`config.mk`:
```
export PLATFORM = sky130hd
export DESIGN_NAME = core_demux
export DESIGN_NICKNAME = d
export VERILOG_FILES = /design/src/common/bus_pkg.sv /design/src/common/cluster_map_pkg.sv /design/src/core_demux/core_demux.sv
export SDC_FILE = /design/constraint.sdc
export NUM_CORES = 1
export LEC_CHECK = 0
export BUFFER_PORTS_ARGS = -buffer_cell sky130_fd_sc_hd__buf_2
export CAP_MARGIN = 20
export CORE_AREA = 4 4 120 122
export DETAILED_ROUTE_END_ITERATION = 8
export DIE_AREA = 0 0 124 126
export PLACE_DENSITY = 0.58
export SLEW_MARGIN = 40
export SYNTH_ARGS = -nofsm -noshare
export SYNTH_HDL_FRONTEND = slang
export SYNTH_SLANG_ARGS = --single-unit
```
`constraint.sdc`:
```
create_clock -name clk_i -period 7.65 [get_ports clk_i]
set_input_delay 1.1475 -clock clk_i [delete_from_list [all_inputs] [get_ports clk_i]]
set_output_delay 1.1475 -clock clk_i [all_outputs]
set_load 0.01 [all_outputs]
```
`src/common/bus_pkg.sv`:
```
package bus_pkg;

  //////////////////////////////////////////////////////////////////////
  // widths and limits
  //////////////////////////////////////////////////////////////////////

  localparam int unsigned AddrWidth      = 32;
  localparam int unsigned DataWidth      = 32;
  localparam int unsigned StrbWidth      = DataWidth / 8;
  localparam int unsigned ByteOffW       = $clog2(StrbWidth);
  localparam int unsigned MaxOutstanding = 4;  // depth of every routing queue.

  typedef logic [AddrWidth-1:0]                addr_t;
  typedef logic [DataWidth-1:0]                data_t;
  typedef logic [StrbWidth-1:0]                strb_t;
  typedef logic [$clog2(MaxOutstanding+1)-1:0] cnt_t;   // outstanding responses.
  typedef logic [$clog2(MaxOutstanding)-1:0]   qptr_t;  // routing queue slot.

  //////////////////////////////////////////////////////////////////////
  // req/gnt link with separate r_valid response
  //////////////////////////////////////////////////////////////////////

  typedef struct packed {
    logic  req;
    addr_t addr;
    logic  we;     // active high write.
    strb_t be;
    data_t wdata;
  } bus_req_t;

  typedef struct packed {
    logic  gnt;
    logic  r_valid;
    data_t r_rdata;
  } bus_rsp_t;

endpackage

```
`src/common/cluster_map_pkg.sv`:
```
package cluster_map_pkg;

  import bus_pkg::*;

  localparam int unsigned NumCores     = 2;
  localparam addr_t       TcdmBase     = 32'h1000_0000;
  localparam int unsigned TcdmWords    = 1024;  // 4 KiB window.
  localparam int unsigned TcdmIdxW     = 10;
  localparam addr_t       TcdmEnd      = TcdmBase + addr_t'(TcdmWords * StrbWidth);
  localparam int unsigned PeriphSelBit = 11;    // clear: event unit, set: dma control.

  typedef logic [TcdmIdxW-1:0]         tcdm_idx_t;
  typedef logic [$clog2(NumCores)-1:0] core_idx_t;

  typedef struct packed {
    logic periph_ld;
    logic periph_st;
    logic periph_stall;
  } perf_evt_t;

endpackage

```
`src/core_demux/core_demux.sv`:
```
`timescale 1ns/1ps

module core_demux import bus_pkg::*, cluster_map_pkg::*; (
  input  logic      clk_i,
  input  logic      reset_i,
  input  bus_req_t  core_req_i,
  output bus_rsp_t  core_rsp_o,
  output bus_req_t  tcdm_req_o,
  input  bus_rsp_t  tcdm_rsp_i,
  output bus_req_t  periph_req_o,
  input  bus_rsp_t  periph_rsp_i,
  output perf_evt_t perf_o
);

  logic      is_tcdm;
  logic      hold;
  logic      tcdm_xfer;
  logic      periph_xfer;
  cnt_t      cnt_q;
  logic      periph_q;  // side that owes the pending responses.
  perf_evt_t perf_q;

  assign is_tcdm = (core_req_i.addr >= TcdmBase) && (core_req_i.addr < TcdmEnd);

  // switching sides must wait until the old side has drained.
  assign hold = ((cnt_q != '0) && (is_tcdm == periph_q)) ||
                (cnt_q == cnt_t'(MaxOutstanding));

  //////////////////////////////////////////////////////////////////////
  // request routing
  //////////////////////////////////////////////////////////////////////

  always_comb begin
    tcdm_req_o       = core_req_i;
    periph_req_o     = core_req_i;
    tcdm_req_o.req   = core_req_i.req && is_tcdm && !hold;
    periph_req_o.req = core_req_i.req && !is_tcdm && !hold;
  end

  assign tcdm_xfer   = tcdm_req_o.req && tcdm_rsp_i.gnt;
  assign periph_xfer = periph_req_o.req && periph_rsp_i.gnt;

  assign core_rsp_o.gnt     = tcdm_xfer || periph_xfer;
  assign core_rsp_o.r_valid = periph_q ? periph_rsp_i.r_valid : tcdm_rsp_i.r_valid;
  assign core_rsp_o.r_rdata = periph_q ? periph_rsp_i.r_rdata : tcdm_rsp_i.r_rdata;

  always_ff @(posedge clk_i) begin
    if (reset_i) begin
      cnt_q    <= '0;
      periph_q <= 1'b0;
    end else begin
      case ({core_rsp_o.gnt, core_rsp_o.r_valid})
        2'b10:   cnt_q <= cnt_q + cnt_t'(1);
        2'b01:   cnt_q <= cnt_q - cnt_t'(1);
        default: cnt_q <= cnt_q;
      endcase
      if (core_rsp_o.gnt) periph_q <= periph_xfer;
    end
  end

  //////////////////////////////////////////////////////////////////////
  // performance events
  //////////////////////////////////////////////////////////////////////

  always_ff @(posedge clk_i) begin
    if (reset_i) begin
      perf_q <= '0;
    end else begin
      perf_q.periph_ld    <= periph_xfer && !core_req_i.we;
      perf_q.periph_st    <= periph_xfer && core_req_i.we;
      perf_q.periph_stall <= core_req_i.req && !is_tcdm && !core_rsp_o.gnt;
    end
  end

  assign perf_o = perf_q;

  // the core keeps a waiting request unchanged up to its grant.
  assert property (@(posedge clk_i) disable iff (reset_i)
    core_req_i.req && !core_rsp_o.gnt |=> core_req_i.req && $stable(core_req_i))
    else $error("core request changed before grant");

endmodule

```
==> results.cfg <==
[clock_tree]
clk_pin_slew_ns = 0.04
cts.htree.levels = 1
cts-hold-fix-buffers = 0
cts_made_buffers = 3
cts_buffer_depth = 2
cts.sinks = 7
cts_tree = built
clkLatencyLatePin_ns = 0.23
ctsResizeCount = 0
clk_root_buffer_cell = clkbuf_16
cts_setup_buffers = 0

[power_and_ir_drop]
power.leakage_nw = 0.9982
max-vdd-ir-drop_mv = 0.08238
cellPowerDensity_nw_per_um2 = 186.8

[sta]
maxSlewHeadroom = 0.6731
fmax_mhz = 279.9
finalHoldViolCount = 0
drv_slew = 0
setup-violations-final = 0
finalCritPeriodShare = 0.4670
rsz0062_at_grt = false
fin_tns_setup_ns = 0
finalCriticalPeriod_ns = 3.573
clock_skew_ns = 0.001433
worst_slew_pin_slew_ns = 0.4904

[placement]
dp.cells = 440
gp_congestion = 0.7053
dp_hpwl_mm = 6.010
numPortBuffers = 172

[cells_and_area]
diodes = 0
final_layout_size_suffix_gt1_frac = 0.7873
layout.nets = 411
area_growth_pct = 5.673
fin_cells = 444
fin_util = 0.1520

[floorplanning]
die-area_sq_um = 15620
rows = 42
die_h_um = 126
start_util = 0.1438
io_pins = 317
die_w_um = 124
core-area_sq_um = 13190

[grt]
grt_busiest_layer = met2
grtUsageTotal = 0.07786
grt_use_met1 = 0.07457
grt_util_met3 = 0.02332
grt_max_degree = 37
grt_pass1_vias = 1526
grt_first_pass_wirelength_mm = 8.928
antenna_found_initial = 2
use_met2 = 0.1381
overflow = 0

[logic_synthesis]
syn_area_sq_um = 1897
synth_top_area_frac = 0.5462
synth.distinct_cells = 27
synth_largest_area_cell = buf_4
synth_area_leaders = buf_4, mux2_2, dfxtp_1
avgSynthCellArea_sq_um = 8.106
synth_fp_nets = 376
ys_ff_latch = 7
synth_cells = 234
ys_seq_area_frac = 0.07388
yosysWarnings = 0

[setup_path]
end_kind = primary output
criticalPathCategory = in2out
critical_path_required_ns = 6.50
worst-path-max-fanout = 4
crit_path_start_kind = input pin
ff2ff_path_depth = 10
arrival_ns = 2.43

[drt]
drc = 0
wire_per_inst_um = 15.07
via_count = 1542
totalWireLength_mm = 6.689
ant_nets = 0
vias_per_cell = 3.473
drt_iter0_markers = 44
first_pass_iters = 4

[min_path]
min_path_type = reg2reg
whs_path_depth = 2

[run]
max_cap_viol_count = 0

[status]
status = complete, no violations
worst max-delay path, cell delays in order:
cell and delay [ns]:
buf_2 0.12, nor4_1 0.29, nand3_1 0.18, or4_4 0.44, o31ai_1 0.08, buf_2 0.17
state kept, by name, summed over array words and instances (netlist names):
| name | flops |
|---|---|
| periph_q | 1 |
| cnt_q | 3 |
| perf_o | 3 |
area by class of cell:
cell class                 instances  area (sq um)
sequential                         7         143.9
timing repair buffer             172         860.8
multi-input combinational         80         681.9
inverter                           5         18.77
fill                            1490         11190
tap                              176         220.2
clock buffer                       4         78.83
synthesized netlist by cell type:
cell type	instances
or4_4	1
nor2b_1	1
nand3_1	5
xor2_1	2
o41ai_1	1
fa_1	1
buf_4	138
buf_2	4
ha_1	1
nor4b_1	2
or3b_1	1
nor3_1	1
a21oi_1	2
dfxtp_1	7
o31ai_1	2
nand2b_1	1
nor4_1	9
o21ai_0	2
o21a_1	1
o31a_1	1
inv_1	5
or3_1	1
nor2_1	6
mux2_2	33
nand2_1	4
nor4_2	1
nor3b_1	1
layer usage:
metal  part of all wire  wire, um  up-vias
met2               0.46      3071      122
met5             0.0034        23        -
li1                   -         -      710
met3               0.15       972       58
met1               0.33      2238      648
met4              0.057       382        4
power breakdown:
group	switching [W]	internal, W	leakage, nW
registers	0.0000258	0.0000484	0.0582
clock network	0.0000184	0.0000692	0.0382
logic	0.000101	0.000112	0.902
cell usage in the layout, fill, tap and decap left out:
cell,netlist,routed
nand2_1,4,4
o41ai_1,1,1
clkbuf_16,0,3
nor2_1,6,6
nor4_2,1,1
nor3_1,1,1
o21ai_0,2,2
dfxtp_1,7,6
or3_1,1,1
fa_1,1,1
or3b_1,1,1
o31a_1,1,1
o31ai_1,2,2
nand2b_1,1,1
nor4_1,9,9
buf_2,4,172
nor4b_1,2,2
nand3_1,5,5
a21oi_1,2,2
or4_4,1,1
clkbuf_1,0,1
ha_1,1,1
mux2_2,33,33
inv_1,5,5
dfxtp_4,0,1
nor2b_1,1,1
xor2_1,2,2
nor3b_1,1,1
o21a_1,1,1
cells by family (layout without fill, tap and decap cells):
family | after synthesis | after routing | share of synthesized area
xor+xnor | 2 | 2 | 0.009237
compound gates | 9 | 9 | 0.03166
fa+ha+maj | 2 | 2 | 0.01715
buf+inv | 147 | 181 | 0.5666
flops | 7 | 7 | 0.07388
mux | 33 | 33 | 0.1959
simple gates | 34 | 34 | 0.1055
path summary, 6_finish.rpt:
check	to	startpoint	slack, ns
setup / recovery	core_rsp_o[33]	core_req_i[51]	4.08
hold / removal	cnt_q[2]	cnt_q[2]	0.52
setup reg to reg	cnt_q[2]	periph_q	5.11
hold reg to reg	cnt_q[2]	cnt_q[2]	0.52
per-stage QoR:
| stage | power [W] | setup WS [ns] | area [sq um] | hold slack, ns |
|---|---|---|---|---|
| floorplan | 0.0002627 | 4.399 | 1897 | 0.4598 |
| global placement | 0.0002908 | 4.027 | 1923 | 0.5037 |
| detailed placement | 0.0002907 | 4.050 | 1926 | 0.5177 |
| CTS | 0.0003822 | 4.045 | 2004 | 0.5226 |
| global route | 0.0004102 | 3.924 | 2004 | 0.5519 |
| finish | 0.0003745 | 4.077 | 2004 | 0.5201 |
No activity file was read; power rests on OpenSTA's default activity.
