[src/common/bus_pkg.sv]
package bus_pkg;

  //////////////////////////////////////////////////////////////////////
  // widths and limits
  //////////////////////////////////////////////////////////////////////

  localparam int unsigned AddrWidth      = 32;
  localparam int unsigned DataWidth      = 32;
  localparam int unsigned StrbWidth      = DataWidth / 8;
  localparam int unsigned ByteOffW       = $clog2(StrbWidth);
  localparam int unsigned MaxOutstanding = 4;  // depth of every routing queue.

  typedef logic [AddrWidth-1:0]                addr_t;
  typedef logic [DataWidth-1:0]                data_t;
  typedef logic [StrbWidth-1:0]                strb_t;
  typedef logic [$clog2(MaxOutstanding+1)-1:0] cnt_t;   // outstanding responses.
  typedef logic [$clog2(MaxOutstanding)-1:0]   qptr_t;  // routing queue slot.

  //////////////////////////////////////////////////////////////////////
  // req/gnt link with separate r_valid response
  //////////////////////////////////////////////////////////////////////

  typedef struct packed {
    logic  req;
    addr_t addr;
    logic  we;     // active high write.
    strb_t be;
    data_t wdata;
  } bus_req_t;

  typedef struct packed {
    logic  gnt;
    logic  r_valid;
    data_t r_rdata;
  } bus_rsp_t;

endpackage

[src/common/cluster_map_pkg.sv]
package cluster_map_pkg;

  import bus_pkg::*;

  localparam int unsigned NumCores     = 2;
  localparam addr_t       TcdmBase     = 32'h1000_0000;
  localparam int unsigned TcdmWords    = 1024;  // 4 KiB window.
  localparam int unsigned TcdmIdxW     = 10;
  localparam addr_t       TcdmEnd      = TcdmBase + addr_t'(TcdmWords * StrbWidth);
  localparam int unsigned PeriphSelBit = 11;    // clear: event unit, set: dma control.

  typedef logic [TcdmIdxW-1:0]         tcdm_idx_t;
  typedef logic [$clog2(NumCores)-1:0] core_idx_t;

  typedef struct packed {
    logic periph_ld;
    logic periph_st;
    logic periph_stall;
  } perf_evt_t;

endpackage

[src/core_demux/periph_demux.sv]
`timescale 1ns/1ps

module periph_demux import bus_pkg::*, cluster_map_pkg::*; (
  input  logic     clk_i,
  input  logic     reset_i,
  input  bus_req_t periph_req_i,
  output bus_rsp_t periph_rsp_o,
  output bus_req_t eu_req_o,
  input  bus_rsp_t eu_rsp_i,
  output bus_req_t dma_req_o,
  input  bus_rsp_t dma_rsp_i
);

  logic sel_dma;
  logic hold;
  logic eu_xfer;
  logic dma_xfer;
  cnt_t cnt_q;
  logic dma_q;  // target of the pending responses.

  assign sel_dma = periph_req_i.addr[PeriphSelBit];

  assign hold = ((cnt_q != '0) && (sel_dma != dma_q)) ||
                (cnt_q == cnt_t'(MaxOutstanding));

  always_comb begin
    eu_req_o      = periph_req_i;
    dma_req_o     = periph_req_i;
    eu_req_o.req  = periph_req_i.req && !sel_dma && !hold;
    dma_req_o.req = periph_req_i.req && sel_dma && !hold;
  end

  assign eu_xfer  = eu_req_o.req && eu_rsp_i.gnt;
  assign dma_xfer = dma_req_o.req && dma_rsp_i.gnt;

  assign periph_rsp_o.gnt     = eu_xfer || dma_xfer;
  assign periph_rsp_o.r_valid = dma_q ? dma_rsp_i.r_valid : eu_rsp_i.r_valid;
  assign periph_rsp_o.r_rdata = dma_q ? dma_rsp_i.r_rdata : eu_rsp_i.r_rdata;

  always_ff @(posedge clk_i) begin
    if (reset_i) begin
      cnt_q <= '0;
      dma_q <= 1'b0;
    end else begin
      case ({periph_rsp_o.gnt, periph_rsp_o.r_valid})
        2'b10:   cnt_q <= cnt_q + cnt_t'(1);
        2'b01:   cnt_q <= cnt_q - cnt_t'(1);
        default: cnt_q <= cnt_q;
      endcase
      if (periph_rsp_o.gnt) dma_q <= dma_xfer;
    end
  end

  // a response only comes from the port that owes one.
  assert property (@(posedge clk_i) disable iff (reset_i)
    eu_rsp_i.r_valid |-> (cnt_q != '0) && !dma_q)
    else $error("event unit response with none pending");

  assert property (@(posedge clk_i) disable iff (reset_i)
    dma_rsp_i.r_valid |-> (cnt_q != '0) && dma_q)
    else $error("dma control response with none pending");

endmodule

[config.mk]
export PLATFORM = sky130hd
export DESIGN_NAME = periph_demux
export DESIGN_NICKNAME = d
export VERILOG_FILES = /design/src/common/bus_pkg.sv /design/src/common/cluster_map_pkg.sv /design/src/core_demux/periph_demux.sv
export SDC_FILE = /design/constraint.sdc
export NUM_CORES = 1
export LEC_CHECK = 0
export BUFFER_PORTS_ARGS = -buffer_cell sky130_fd_sc_hd__buf_2
export CAP_MARGIN = 20
export CORE_AREA = 8 8 116 118
export DETAILED_ROUTE_END_ITERATION = 10
export DIE_AREA = 0 0 124 126
export GPL_TIMING_DRIVEN = 1
export PLACE_DENSITY_LB_ADDON = 0.3
export SETUP_SLACK_MARGIN = 0.4
export SLEW_MARGIN = 20
export SYNTH_ARGS = -nofsm -noshare
export SYNTH_HDL_FRONTEND = slang
export SYNTH_SLANG_ARGS = --single-unit
[constraint.sdc]
create_clock -name clk_i -period 2.1 [get_ports clk_i]
set_clock_uncertainty 0.2 [all_clocks]
set_input_delay 0.21 -clock clk_i [delete_from_list [all_inputs] [get_ports clk_i]]
set_output_delay 0.21 -clock clk_i [all_outputs]
set_load 0.02 [all_outputs]
==> run summary <==
The flow ran to the end, and the final reports show no timing, DRC or antenna violations. Setup repair after global routing could not meet its margin everywhere. In this run the cell area of the synthesized design comes to 1712 sq um. The tools report the count of unresolved DRC violations after routing as 0. For this run, asynchronously set or reset flops after synthesis account for 0%.

The tools report the number of max-slew violations in the final report as 0. Ranked by total cell area, the synthesized netlist is headed by buf_4 61%, mux2_2 22%, dfxtp_1 4.7%, xor2_1 1.5%, nor4b_4 1.4%. At the worst endpoint, the arrival time is 2.00 ns.

The classification of the worst setup path was reg2reg. STA classifies the critical path startpoint as a flip-flop. Cells with a size suffix above 1 make up 91.37% of the layout.

Of all cell types, the one taking the most synthesized area is buf_4. The leading cell type by number of instances after synthesis is buf_4. The number of placed I/O pins is 314, and the clock network latency to the later pin of the worst-skew pair is 0.23 ns.

The top layer reached by signal wires is met4. The number of placement rows was 40. The total global routing overflow was 0; the final weighted congestion of routability-driven global placement was 0.6679.

In this run the cell area measured after placement is 1461 sq um. The predominant post-synthesis flop cell was dfxtp_1. Synthesis handed over a netlist of 206 instances.

The number of antenna diodes was 0; the portion of the post-synthesis area used by sequential elements was 4.678%. The final route contains 1,156 vias. The share of the synthesized area in the top cell type came out at 60.53%. Sorting the synthesized cells by how often they occur yields 138 x buf_4, 33 x mux2_2, 4 x buf_2, 4 x dfxtp_1, 4 x nor2_1. Synthesis inferred 4 register bits. The detail route stage leaves a number of antenna-violating nets equal to 0. The number of global-route vias before repair is 1,358, and the average detailed-routed wire length per instance is 15.93 microns. Across every metal layer, demand over resource in global routing totals 6.398%. After detailed routing, the number of vias per cell comes to 3.360. Averaged over all synthesized cells, the footprint is 8.309 sq um. Headroom to the max-slew limit came out at 74.86%. Die extent in x: 124 microns.

The initial utilization of the core area, before any placement, comes to 14.62%. The met2 wire length is 2600 microns, and the largest net degree at the start of global routing is 7. The first global-routing pass estimated 7790 microns of wire. Yosys printed 0 warnings.

The first detailed-routing pass took 2 iterations. The number of clock buffers added by TritonCTS is 3. After routing the design area is 2191 sq um. The smallest clock period supported by the final layout is computed as 2.045 ns.

The synthesized design contains 0 enable-type register cells. Port buffering added 109 buffers. For the count of unique library cells instantiated by Yosys, the log shows 18. The final hold violation count is 0, and the final period utilization is 97.38%.

The core area is 11,710 sq um. The tools report the deepest level of the CTS H-tree as 1. Overall die height: 126 microns.

The static power due to leakage was 1.041 nW; the power density over the cells was 614.9 nW/um^2. For the worst setup path, the data required time is 2.05 ns. STA classifies the critical path endpoint as a flip-flop. Once detailed placement completed, the half-perimeter wirelength came to 4051 microns. CTS saw 4 sinks.

The maximum VDD drop came out at 403.6 uV. Overall power consumption after layout is estimated at 1.347 mW. The clock passes through at most 2 buffers. The area growth from synthesis to layout is 28.00%.

The layout net count came out at 341. The run gives 1733 microns as the routed metal-1 wirelength. At the pin with the least slew margin, the transition time is 0.3763 ns.

Setup violations remaining at the end of the flow were counted as 0. In this run the clock root is driven by a clkbuf_16. The type of the worst min-delay path was in2reg. The run gives 0 as the hold-fix buffer count after cts. Static timing analysis puts the maximum clock frequency at 489.0 MHz. The logs give 0 for the initial antenna violation count and 0 for the max-cap violation count. The clock slew seen by the registers of the worst setup and hold paths was 0.03 ns. The met3 layer wire length in the routed design came out at 784 microns. The detailed router finished its first iteration with 10 violations.

The worst-path maximum fanout works out to 4. Net count after synthesis: 348. Setup slack on the worst reg-to-reg path comes out at 0.06 ns.

TritonCTS built the clock tree. The routed design has 5480 microns of wire. The die covers 15,620 sq um.
==> kinds of logic after synthesis <==
group	count (synthesis)	synth area share (%)
flip-flops	4	4.679
AO/OA/AOI/OAI	9	3.727
multiplexers	33	21.71
AND/OR/NAND/NOR	10	4.093
adder cells (fa/ha/maj)	2	1.901
XOR/XNOR	3	1.535
buffers and inverters	145	62.35
==> repair_timing <==
item | in CTS | in global routing
gates resized for setup | 91 | 41
pin swaps | 2 | 2
endpoints found under the setup margin | 39 | 39
cloned | 4 | 0
buffers inserted | 7 | 3
==> routing by layer <==
metal	up-vias	GRT usage (%)
met5	-	0
met4	0	5.322
met3	53	2.681
met2	87	10.35
met1	507	6.191
li1	509	-
==> cell type report <==
type / count / area (sq um)
clock buffers: 3 / 75.07
well taps: 147 / 183.9
multi-input cells: 57 / 745.7
inverters: 3 / 11.26
flip-flops and latches: 4 / 90.09
fillers: 1301 / 9520
repair buffers: 130 / 1085
==> final timing paths <==
kind,startpoint,end,cells past startpoint
worst max-delay path,cnt_q[1]$_SDFFE_PP0P_,cnt_q[2]$_SDFFE_PP0P_,9
worst min-delay path,reset_i,cnt_q[1]$_SDFFE_PP0P_,2
worst max register to register,cnt_q[1]$_SDFFE_PP0P_,cnt_q[2]$_SDFFE_PP0P_,9
worst min register to register,cnt_q[2]$_SDFFE_PP0P_,cnt_q[2]$_SDFFE_PP0P_,2
==> registers in the layout, indices dropped and copies added (netlist names) <==
signal / flops
dma_q: 1
cnt_q: 3
==> where the power goes <==
group	internal, mW	total (mW)	switching (mW)
sequential	0.113	0.149	0.0367
clock	0.244	0.303	0.0594
combinational	0.518	0.895	0.376
total	0.875	1.35	0.472
==> layout by cell type, fill, tap and decap left out, types with 3 or more instances in the layout <==
cell / instances
buf_12: 5
mux2_4: 33
buf_16: 4
buf_4: 7
buf_6: 37
buf_2: 75
nor2_1: 3
clkbuf_16: 3
==> metrics by stage <==
step | setup TNS, ns | hold WS (ns) | setup WS, ns | std cells | util [%]
3_3_place_gp | 0 | 0.2202 | 0.01478 | 327 | 12.48
6_report | 0 | 0.01891 | 0.05501 | 344 | 18.71
2_1_floorplan | 0 | 0.07886 | 0.002260 | 206 | -
3_5_place_dp | -0.04078 | 0.2202 | -0.04078 | 327 | 12.48
5_1_grt | -0.1137 | 0.03737 | -0.1137 | 344 | 18.71
4_1_cts | 0 | 0.0006846 | 0.03340 | 341 | 17.18
==> worst max-delay path, cell delays in order, from the launching register on <==
cell and delay (ns):
dfxtp_4 0.35, o21ai_1 0.16, o21bai_2 0.10, o21ai_2 0.08
ha_4 0.16, inv_2 0.03, fa_2 0.33, xor2_1 0.15
or3_1 0.30, a21oi_1 0.12
Note: power is estimated with default switching activity, not from simulation.
