$ cat config.mk
export PLATFORM = sky130hd
export DESIGN_NAME = bus_arbiter
export DESIGN_NICKNAME = d
export VERILOG_FILES = /design/src/common/bus_pkg.sv /design/src/common/cluster_map_pkg.sv /design/src/bus_arbiter.sv
export SDC_FILE = /design/constraint.sdc
export NUM_CORES = 1
export LEC_CHECK = 0
export BUFFER_PORTS_ARGS = -buffer_cell sky130_fd_sc_hd__buf_2
export CORE_AREA = 5 5 120 122
export DETAILED_ROUTE_END_ITERATION = 7
export DIE_AREA = 0 0 125 127
export SLEW_MARGIN = 20
export SYNTH_ARGS = -nofsm -noshare
export SYNTH_HDL_FRONTEND = slang
export SYNTH_SLANG_ARGS = --single-unit
export TNS_END_PERCENT = 30
$ cat constraint.sdc
create_clock -name clk_i -period 5.98 [get_ports clk_i]
set_input_delay 1.196 -clock clk_i [delete_from_list [all_inputs] [get_ports clk_i]]
set_output_delay 1.196 -clock clk_i [all_outputs]
set_load 0.02 [all_outputs]
$ cat src/common/bus_pkg.sv
package bus_pkg;

  //////////////////////////////////////////////////////////////////////
  // widths and limits
  //////////////////////////////////////////////////////////////////////

  localparam int unsigned AddrWidth      = 32;
  localparam int unsigned DataWidth      = 32;
  localparam int unsigned StrbWidth      = DataWidth / 8;
  localparam int unsigned ByteOffW       = $clog2(StrbWidth);
  localparam int unsigned MaxOutstanding = 4;  // depth of every routing queue.

  typedef logic [AddrWidth-1:0]                addr_t;
  typedef logic [DataWidth-1:0]                data_t;
  typedef logic [StrbWidth-1:0]                strb_t;
  typedef logic [$clog2(MaxOutstanding+1)-1:0] cnt_t;   // outstanding responses.
  typedef logic [$clog2(MaxOutstanding)-1:0]   qptr_t;  // routing queue slot.

  //////////////////////////////////////////////////////////////////////
  // req/gnt link with separate r_valid response
  //////////////////////////////////////////////////////////////////////

  typedef struct packed {
    logic  req;
    addr_t addr;
    logic  we;     // active high write.
    strb_t be;
    data_t wdata;
  } bus_req_t;

  typedef struct packed {
    logic  gnt;
    logic  r_valid;
    data_t r_rdata;
  } bus_rsp_t;

endpackage

$ cat src/common/cluster_map_pkg.sv
package cluster_map_pkg;

  import bus_pkg::*;

  localparam int unsigned NumCores     = 2;
  localparam addr_t       TcdmBase     = 32'h1000_0000;
  localparam int unsigned TcdmWords    = 1024;  // 4 KiB window.
  localparam int unsigned TcdmIdxW     = 10;
  localparam addr_t       TcdmEnd      = TcdmBase + addr_t'(TcdmWords * StrbWidth);
  localparam int unsigned PeriphSelBit = 11;    // clear: event unit, set: dma control.

  typedef logic [TcdmIdxW-1:0]         tcdm_idx_t;
  typedef logic [$clog2(NumCores)-1:0] core_idx_t;

  typedef struct packed {
    logic periph_ld;
    logic periph_st;
    logic periph_stall;
  } perf_evt_t;

endpackage

$ cat src/bus_arbiter.sv
`timescale 1ns/1ps

module bus_arbiter import bus_pkg::*, cluster_map_pkg::*; (
  input  logic     clk_i,
  input  logic     reset_i,
  input  bus_req_t mst_req_i [NumCores],
  output bus_rsp_t mst_rsp_o [NumCores],
  output bus_req_t slv_req_o,
  input  bus_rsp_t slv_rsp_i
);

  core_idx_t               rr_q;   // highest priority master.
  core_idx_t               win_idx;
  logic                    win_valid;
  logic                    full;
  logic                    xfer;
  logic [NumCores-1:0]     gnt_vec;
  core_idx_t               q_mem [MaxOutstanding];
  qptr_t                   wr_ptr_q;
  qptr_t                   rd_ptr_q;
  cnt_t                    cnt_q;

  always_comb begin
    win_valid = 1'b0;
    win_idx   = rr_q;
    for (int unsigned i = 0; i < NumCores; i++) begin
      if (!win_valid && mst_req_i[(rr_q + i) % NumCores].req) begin
        win_valid = 1'b1;
        win_idx   = core_idx_t'((rr_q + i) % NumCores);
      end
    end
  end

  assign full = (cnt_q == cnt_t'(MaxOutstanding));

  always_comb begin
    slv_req_o     = mst_req_i[win_idx];
    slv_req_o.req = win_valid && !full;
  end

  assign xfer = slv_req_o.req && slv_rsp_i.gnt;

  always_comb begin
    for (int unsigned i = 0; i < NumCores; i++) begin
      gnt_vec[i]           = xfer && (win_idx == core_idx_t'(i));
      mst_rsp_o[i].gnt     = gnt_vec[i];
      mst_rsp_o[i].r_valid = slv_rsp_i.r_valid && (q_mem[rd_ptr_q] == core_idx_t'(i));
      mst_rsp_o[i].r_rdata = slv_rsp_i.r_rdata;
    end
  end

  //////////////////////////////////////////////////////////////////////
  // priority pointer and response routing queue
  //////////////////////////////////////////////////////////////////////

  always_ff @(posedge clk_i) begin
    if (xfer) q_mem[wr_ptr_q] <= win_idx;
  end

  always_ff @(posedge clk_i) begin
    if (reset_i) begin
      rr_q     <= '0;
      wr_ptr_q <= '0;
      rd_ptr_q <= '0;
      cnt_q    <= '0;
    end else begin
      if (xfer) begin
        rr_q     <= core_idx_t'((win_idx + 1) % NumCores);  // next after winner.
        wr_ptr_q <= qptr_t'((wr_ptr_q + 1) % MaxOutstanding);
      end
      if (slv_rsp_i.r_valid) rd_ptr_q <= qptr_t'((rd_ptr_q + 1) % MaxOutstanding);
      case ({xfer, slv_rsp_i.r_valid})
        2'b10:   cnt_q <= cnt_q + cnt_t'(1);
        2'b01:   cnt_q <= cnt_q - cnt_t'(1);
        default: cnt_q <= cnt_q;
      endcase
    end
  end

  // every slave response pops a queued winner.
  assert property (@(posedge clk_i) disable iff (reset_i) slv_rsp_i.r_valid |-> (cnt_q != '0))
    else $error("slave response with no request pending");

endmodule

==> results.yml, run 1 <==
sta:
  fmax_ghz: 0.251
  period_needed_ns: 3.98
  period_share_pct: 66.6
  holdWs_ns: 0.483
  setup_tns_ns: 0
  rsz0062_at_grt: "no"
  final_hold_viol_count: 0
  slew_violations: 0
  relSlewSlack_pct: 67.7
  fin_skew_ns: 0.00271
  finalSetupViolations: 0
  tightestPinTransition_ns: 0.482
routing:
  drt-met1-wl_um: 3450
  wl_met2_um: 4640
  vias_per_cell: 3.76
  drc_errors: 0
  ant_nets: 0
  routed.top_layer: "met5"
  met3_length_um: 1240
  drtIter0Drc: 45
  dr.pass1.iters: 4
  routed_wirelength_um: 9470
  post_drt_wl_per_cell_um: 17.8
  vias: 2002
clock_network:
  htree_num_levels: 1
  cts_setup_buffers: 0
  cts_root_buf: "clkbuf_16"
  numCtsBuffers: 3
  tritoncts: "built"
  cts_resized: 0
  clock_latency_ns: 0.24
  clkSlewWorstSetupHoldPaths_ns: 0.04
  numClockSinks: 14
  clockBufferDepth: 2
  hold_buffers: 0
placement:
  dp_hpwl_um: 8560
  place.gp.congestion: 0.879
  port_buffers: 217
yosys:
  synth_top_area_cell: "mux2_2"
  synth_top_cell_area_share_pct: 35.5
  synth_edf_count: 4
  synth.most_common_cell: "buf_4"
  yosysSeqAreaShare_pct: 15.8
  synth_area_per_cell_um2: 9.81
  async_reset_ff_share_pct: 0
  yosysWarnings: 0
  synth.area.top_cells: "mux2_2 35%, buf_4 24%, dfxtp_1 9.9%"
  netlist_area_um2: 2030
  synth_seq_cells: 14
  yosys_most_used_dff: "dfxtp_1"
  yosysUniqueCellTypes: 28
  synth_commonest_cells: "65 x buf_4, 64 x mux2_2, 10 x dfxtp_1"
  postSynthCellCount: 207
  syn_nets: 389
worst_setup_path:
  crit_fanout: 61
  endpoint_kind: "output pin"
  required_ns: 4.78
  cp_top_family: "buffers and inverters"
  slowest_stage: "o21ai_4"
  critPathLaunchType: "input port"
  slowest_delay_ns: 0.40
  path_cells: "buf_2 -> nor2_1 -> o21ai_4 -> buf_12 -> mux2_2 -> buf_2"
  crit_buf_inv: 3
  cp_common_cell: "buf_2"
  path_class: "in -> out"
  worstPathArrival_ns: 2.79
grt:
  grtUsageTotal_pct: 10.9
  grt_pass1_vias: 2069
  grt_max_degree: 62
  grt_remaining_overflow: 0
  grt_pass1_wl_um: 13300
  antenna_found_initial: 2
hold_path:
  worst_hold_path_type: "reg -> reg"
cells_and_area:
  seqCellArea_um2: 320
  area_growth_pct: 41.7
  nets: 540
  multi_input_area_um2: 1120
  layout-drive-gt1-share_pct: 80.7
  fill_cells: 1449
  utilization_pct: 22.0
  n_antenna_cell: 0
floorplanning:
  dieHeight_um: 127
  start_util_pct: 15.5
  pin_count: 314
  dieArea_um2: 15900
  rows: 42
  dieWidth_um: 125
  fp.coreArea_um2: 13100
power:
  vdd_drop_max_mv: 0.0736
  swShare_pct: 37.9
  comb_power_share_pct: 55.3
  power_frac_seq_pct: 21.5
  clkPwrFrac_pct: 23.3
  p_switching_uw: 206
  intPower_uw: 337
  powerDensity_nw_per_um2: 189
  p_leak_nw: 1.45
status:
  status: "completed"
job:
  max-cap-violations: 0
==> layout make-up <==
type | instances | share of cell area [%]
multi-input cells | 114 | 39.1
repair buffers | 218 | 38.5
flip-flops and latches | 14 | 11.1
well taps | 176 | 7.66
clock buffers | 4 | 2.74
inverters | 7 | 0.913
==> cells in the final DEF, fill, tap and decap left out, drive strengths merged, types with 4 or more instances in the layout <==
master / synthesis / final
edfxtp: 4 / 4
clkbuf: 1 / 4
buf: 71 / 218
nor2: 9 / 9
a21oi: 4 / 4
dfxtp: 10 / 10
ha: 5 / 5
and2: 6 / 6
mux2: 70 / 70
inv: 7 / 7
==> power by group through the flow <==
| stage | logic [mW] | clock network, mW | registers, mW |
|---|---|---|---|
| after detailed placement | 0.304 | 0 | 0.118 |
| final | 0.300 | 0.126 | 0.117 |
| after global routing | 0.325 | 0.136 | 0.118 |
| after global placement | 0.303 | 0 | 0.118 |
| after CTS | 0.306 | 0.131 | 0.117 |
| after floorplan | 0.255 | 0 | 0.117 |
==> worst min-delay path, stage by stage, from the launching register on <==
cell	delay (ns)
dfxtp_1	0.31
o21ai_0	0.07
a21oi_1	0.06
==> logic make-up (layout without fill, tap and decap cells) <==
| kind of cell | Yosys count | after routing | synth area share, % |
|---|---|---|---|
| mux | 72 | 72 | 40.4 |
| compound gates | 9 | 9 | 3.39 |
| flops | 14 | 14 | 15.8 |
| xor+xnor | 4 | 4 | 1.73 |
| simple gates | 23 | 23 | 5.79 |
| buf+inv | 79 | 229 | 28.8 |
| fa+ha+maj | 6 | 6 | 4.07 |
==> stage by stage <==
step | instances | cell area (um^2) | total power, mW | worst slack (ns)
after CTS | 533 | 2880 | 0.553 | 1.99
after global routing | 533 | 2880 | 0.579 | 1.90
after floorplan | 207 | 2030 | 0.372 | 2.66
after detailed placement | 529 | 2800 | 0.422 | 2.00
final | 533 | 2880 | 0.543 | 2.00
after global placement | 529 | 2800 | 0.421 | 2.00
==> worst paths after layout <==
| path | start | slack [ns] | cells past startpoint | endpoint |
|---|---|---|---|---|
| max reg2reg | cnt_q[1] | 3.69 | 9 | cnt_q[2] |
| min reg2reg | cnt_q[2] | 0.48 | 2 | cnt_q[2] |
| max | mst_req_i[69] | 2.00 | 6 | slv_req_o[24] |
| min | cnt_q[2] | 0.48 | 2 | cnt_q[2] |
==> layer usage <==
metal	track usage (%)	vias to the layer above
li1	-	942
met1	12.1	874
met2	18.9	168
met3	5.80	14
met4	1.98	4
met5	0	-
Note: power is estimated with default switching activity, not from simulation.
==> run 2: changes to the inputs <==
clock period = 3.75 ns   (was 5.98 ns; I/O delays follow)
==> run 2 against run 1 <==
Effect of this change: final cell count is 0.19% higher; non-clock buffer count up 1; power up 61%; largest cell class unchanged; sequential cell count unchanged; clock skew is essentially flat; worst setup slack got worse by 1.0 ns; sequential share of layout area about the same; combinational power grew 61%; via count is 1.3% lower; count of clock-buffer cells in the layout shrank 1; sequential power grew 59%; clock power grew 64%; highest routed layer unchanged.
==> results.yml, run 2 (synthesis gave the netlist of run 1 again) <==
status:
  status: "completed"
clock_network:
  numCtsBuffers: 3
  clkSlewWorstSetupHoldPaths_ns: 0.05
  tritoncts: "built"
  clockBufferDepth: 2
  numClockSinks: 14
  cts_resized: 0
  cts_setup_buffers: 0
  cts_root_buf: "clkbuf_16"
  htree_num_levels: 1
  clock_latency_ns: 0.24
  hold_buffers: 0
hold_path:
  worst_hold_path_type: "reg -> reg"
cells_and_area:
  layout_common_cells: "217 x buf_2, 64 x mux2_2, 10 x dfxtp_1"
  fill_cells: 1436
  nets: 541
  n_antenna_cell: 0
  multi_input_area_um2: 1120
  fin_area_um2: 2880
  area_growth_pct: 42.0
  seqCellArea_um2: 320
  fin_cells: 534
  final_common_cell: "buf_2"
  layout-drive-gt1-share_pct: 80.7
sta:
  slew_violations: 0
  period_needed_ns: 2.77
  rsz0062_at_grt: "no"
  fmax_ghz: 0.361
  setup_tns_ns: 0
  relSlewSlack_pct: 79.6
  tightestPinTransition_ns: 0.306
  finalSetupViolations: 0
  setup_ws_ns: 0.977
  final_hold_viol_count: 0
  period_share_pct: 73.9
  holdWs_ns: 0.486
  fin_skew_ns: 0.00260
placement:
  place.gp.congestion: 0.875
  place_ws_ns: 0.940
  dp_hpwl_um: 7900
  dpl_cell_area_um2: 2810
  post-place-cells: 530
  port_buffers: 217
floorplanning:
  dieWidth_um: 125
  fp.coreArea_um2: 13100
  rows: 42
  dieArea_um2: 15900
  start_util_pct: 15.5
  pin_count: 314
  dieHeight_um: 127
routing:
  post_drt_wl_per_cell_um: 16.3
  drc_errors: 0
  routed_wirelength_um: 8730
  vias_per_cell: 3.70
  vias: 1975
  ant_nets: 0
  dr.pass1.iters: 4
  drtIter0Drc: 42
grt:
  grt_pass1_vias: 2074
  antenna_found_initial: 1
  grt_max_degree: 59
  grtUsageTotal_pct: 9.93
  grt_remaining_overflow: 0
  grt_pass1_wl_um: 12300
power:
  p_leak_nw: 1.45
  vdd_drop_max_mv: 0.135
  powerDensity_nw_per_um2: 304
job:
  max-cap-violations: 0
worst_setup_path:
  path_class: "in -> out"
  endpoint_kind: "output pin"
  slowest_stage: "mux2_2"
  worstPathArrival_ns: 2.02
  required_ns: 3.00
  path_cells: "buf_2 -> nor2_1 -> o21ai_4 -> buf_12 -> mux2_2 -> buf_2"
  cp_common_cell: "buf_2"
  crit_fanout: 58
  slowest_delay_ns: 0.42
  critPathLaunchType: "input port"
[run 2: changes by cell type in the layout (fill, tap and decap cells not counted)]
cell | previous run | this run
buf_4 | 0 | 1
clkbuf_1 | 1 | 0
clkinv_1 | 0 | 1
[run 2: per-layer routing]
layer  part of all wire (%)  up-vias  track usage [%]
met5                   0.23        -                0
met4                   0.97        2             1.72
met3                     15       12             5.88
met2                     49      165             17.2
met1                     35      853             10.7
li1                       -      943                -
[run 2: report_power, final]
part	internal, mW	leakage (nW)	switching [mW]	total, mW
clock network	0.141	0.0385	0.0653	0.207
logic	0.221	1.30	0.262	0.483
registers	0.174	0.119	0.0117	0.186
[run 2: worst paths after layout]
check | from | to | slack, ns | cells after the start
worst max-delay path | mst_req_i[69] | slv_req_o[35] | 0.98 | 6
worst min-delay path | rr_q | rr_q | 0.49 | 2
worst max register to register | cnt_q[2] | cnt_q[2] | 1.41 | 9
worst min register to register | rr_q | rr_q | 0.49 | 2
[run 2: area by class of cell]
class	count	area share [%]
tap	176	7.64
timing repair buffer	219	38.6
inverter	7	0.911
sequential	14	11.1
multi-input combinational	114	39.0
clock buffer	3	2.60
clock inverter	1	0.130
[run 2: critical path: cells and delay by family]
family / cells / cell delay, ns
compound gates: 1 / 0.15
simple gates: 1 / 0.08
mux: 1 / 0.42
buf+inv: 3 / 0.61
[run 2: per-stage QoR]
stage | util (%) | power, mW
after global placement | 21.4 | 0.677
after detailed placement | 21.4 | 0.680
after CTS | 22.0 | 0.888
final | 22.0 | 0.875
after global routing | 22.0 | 0.931
after floorplan | - | 0.593
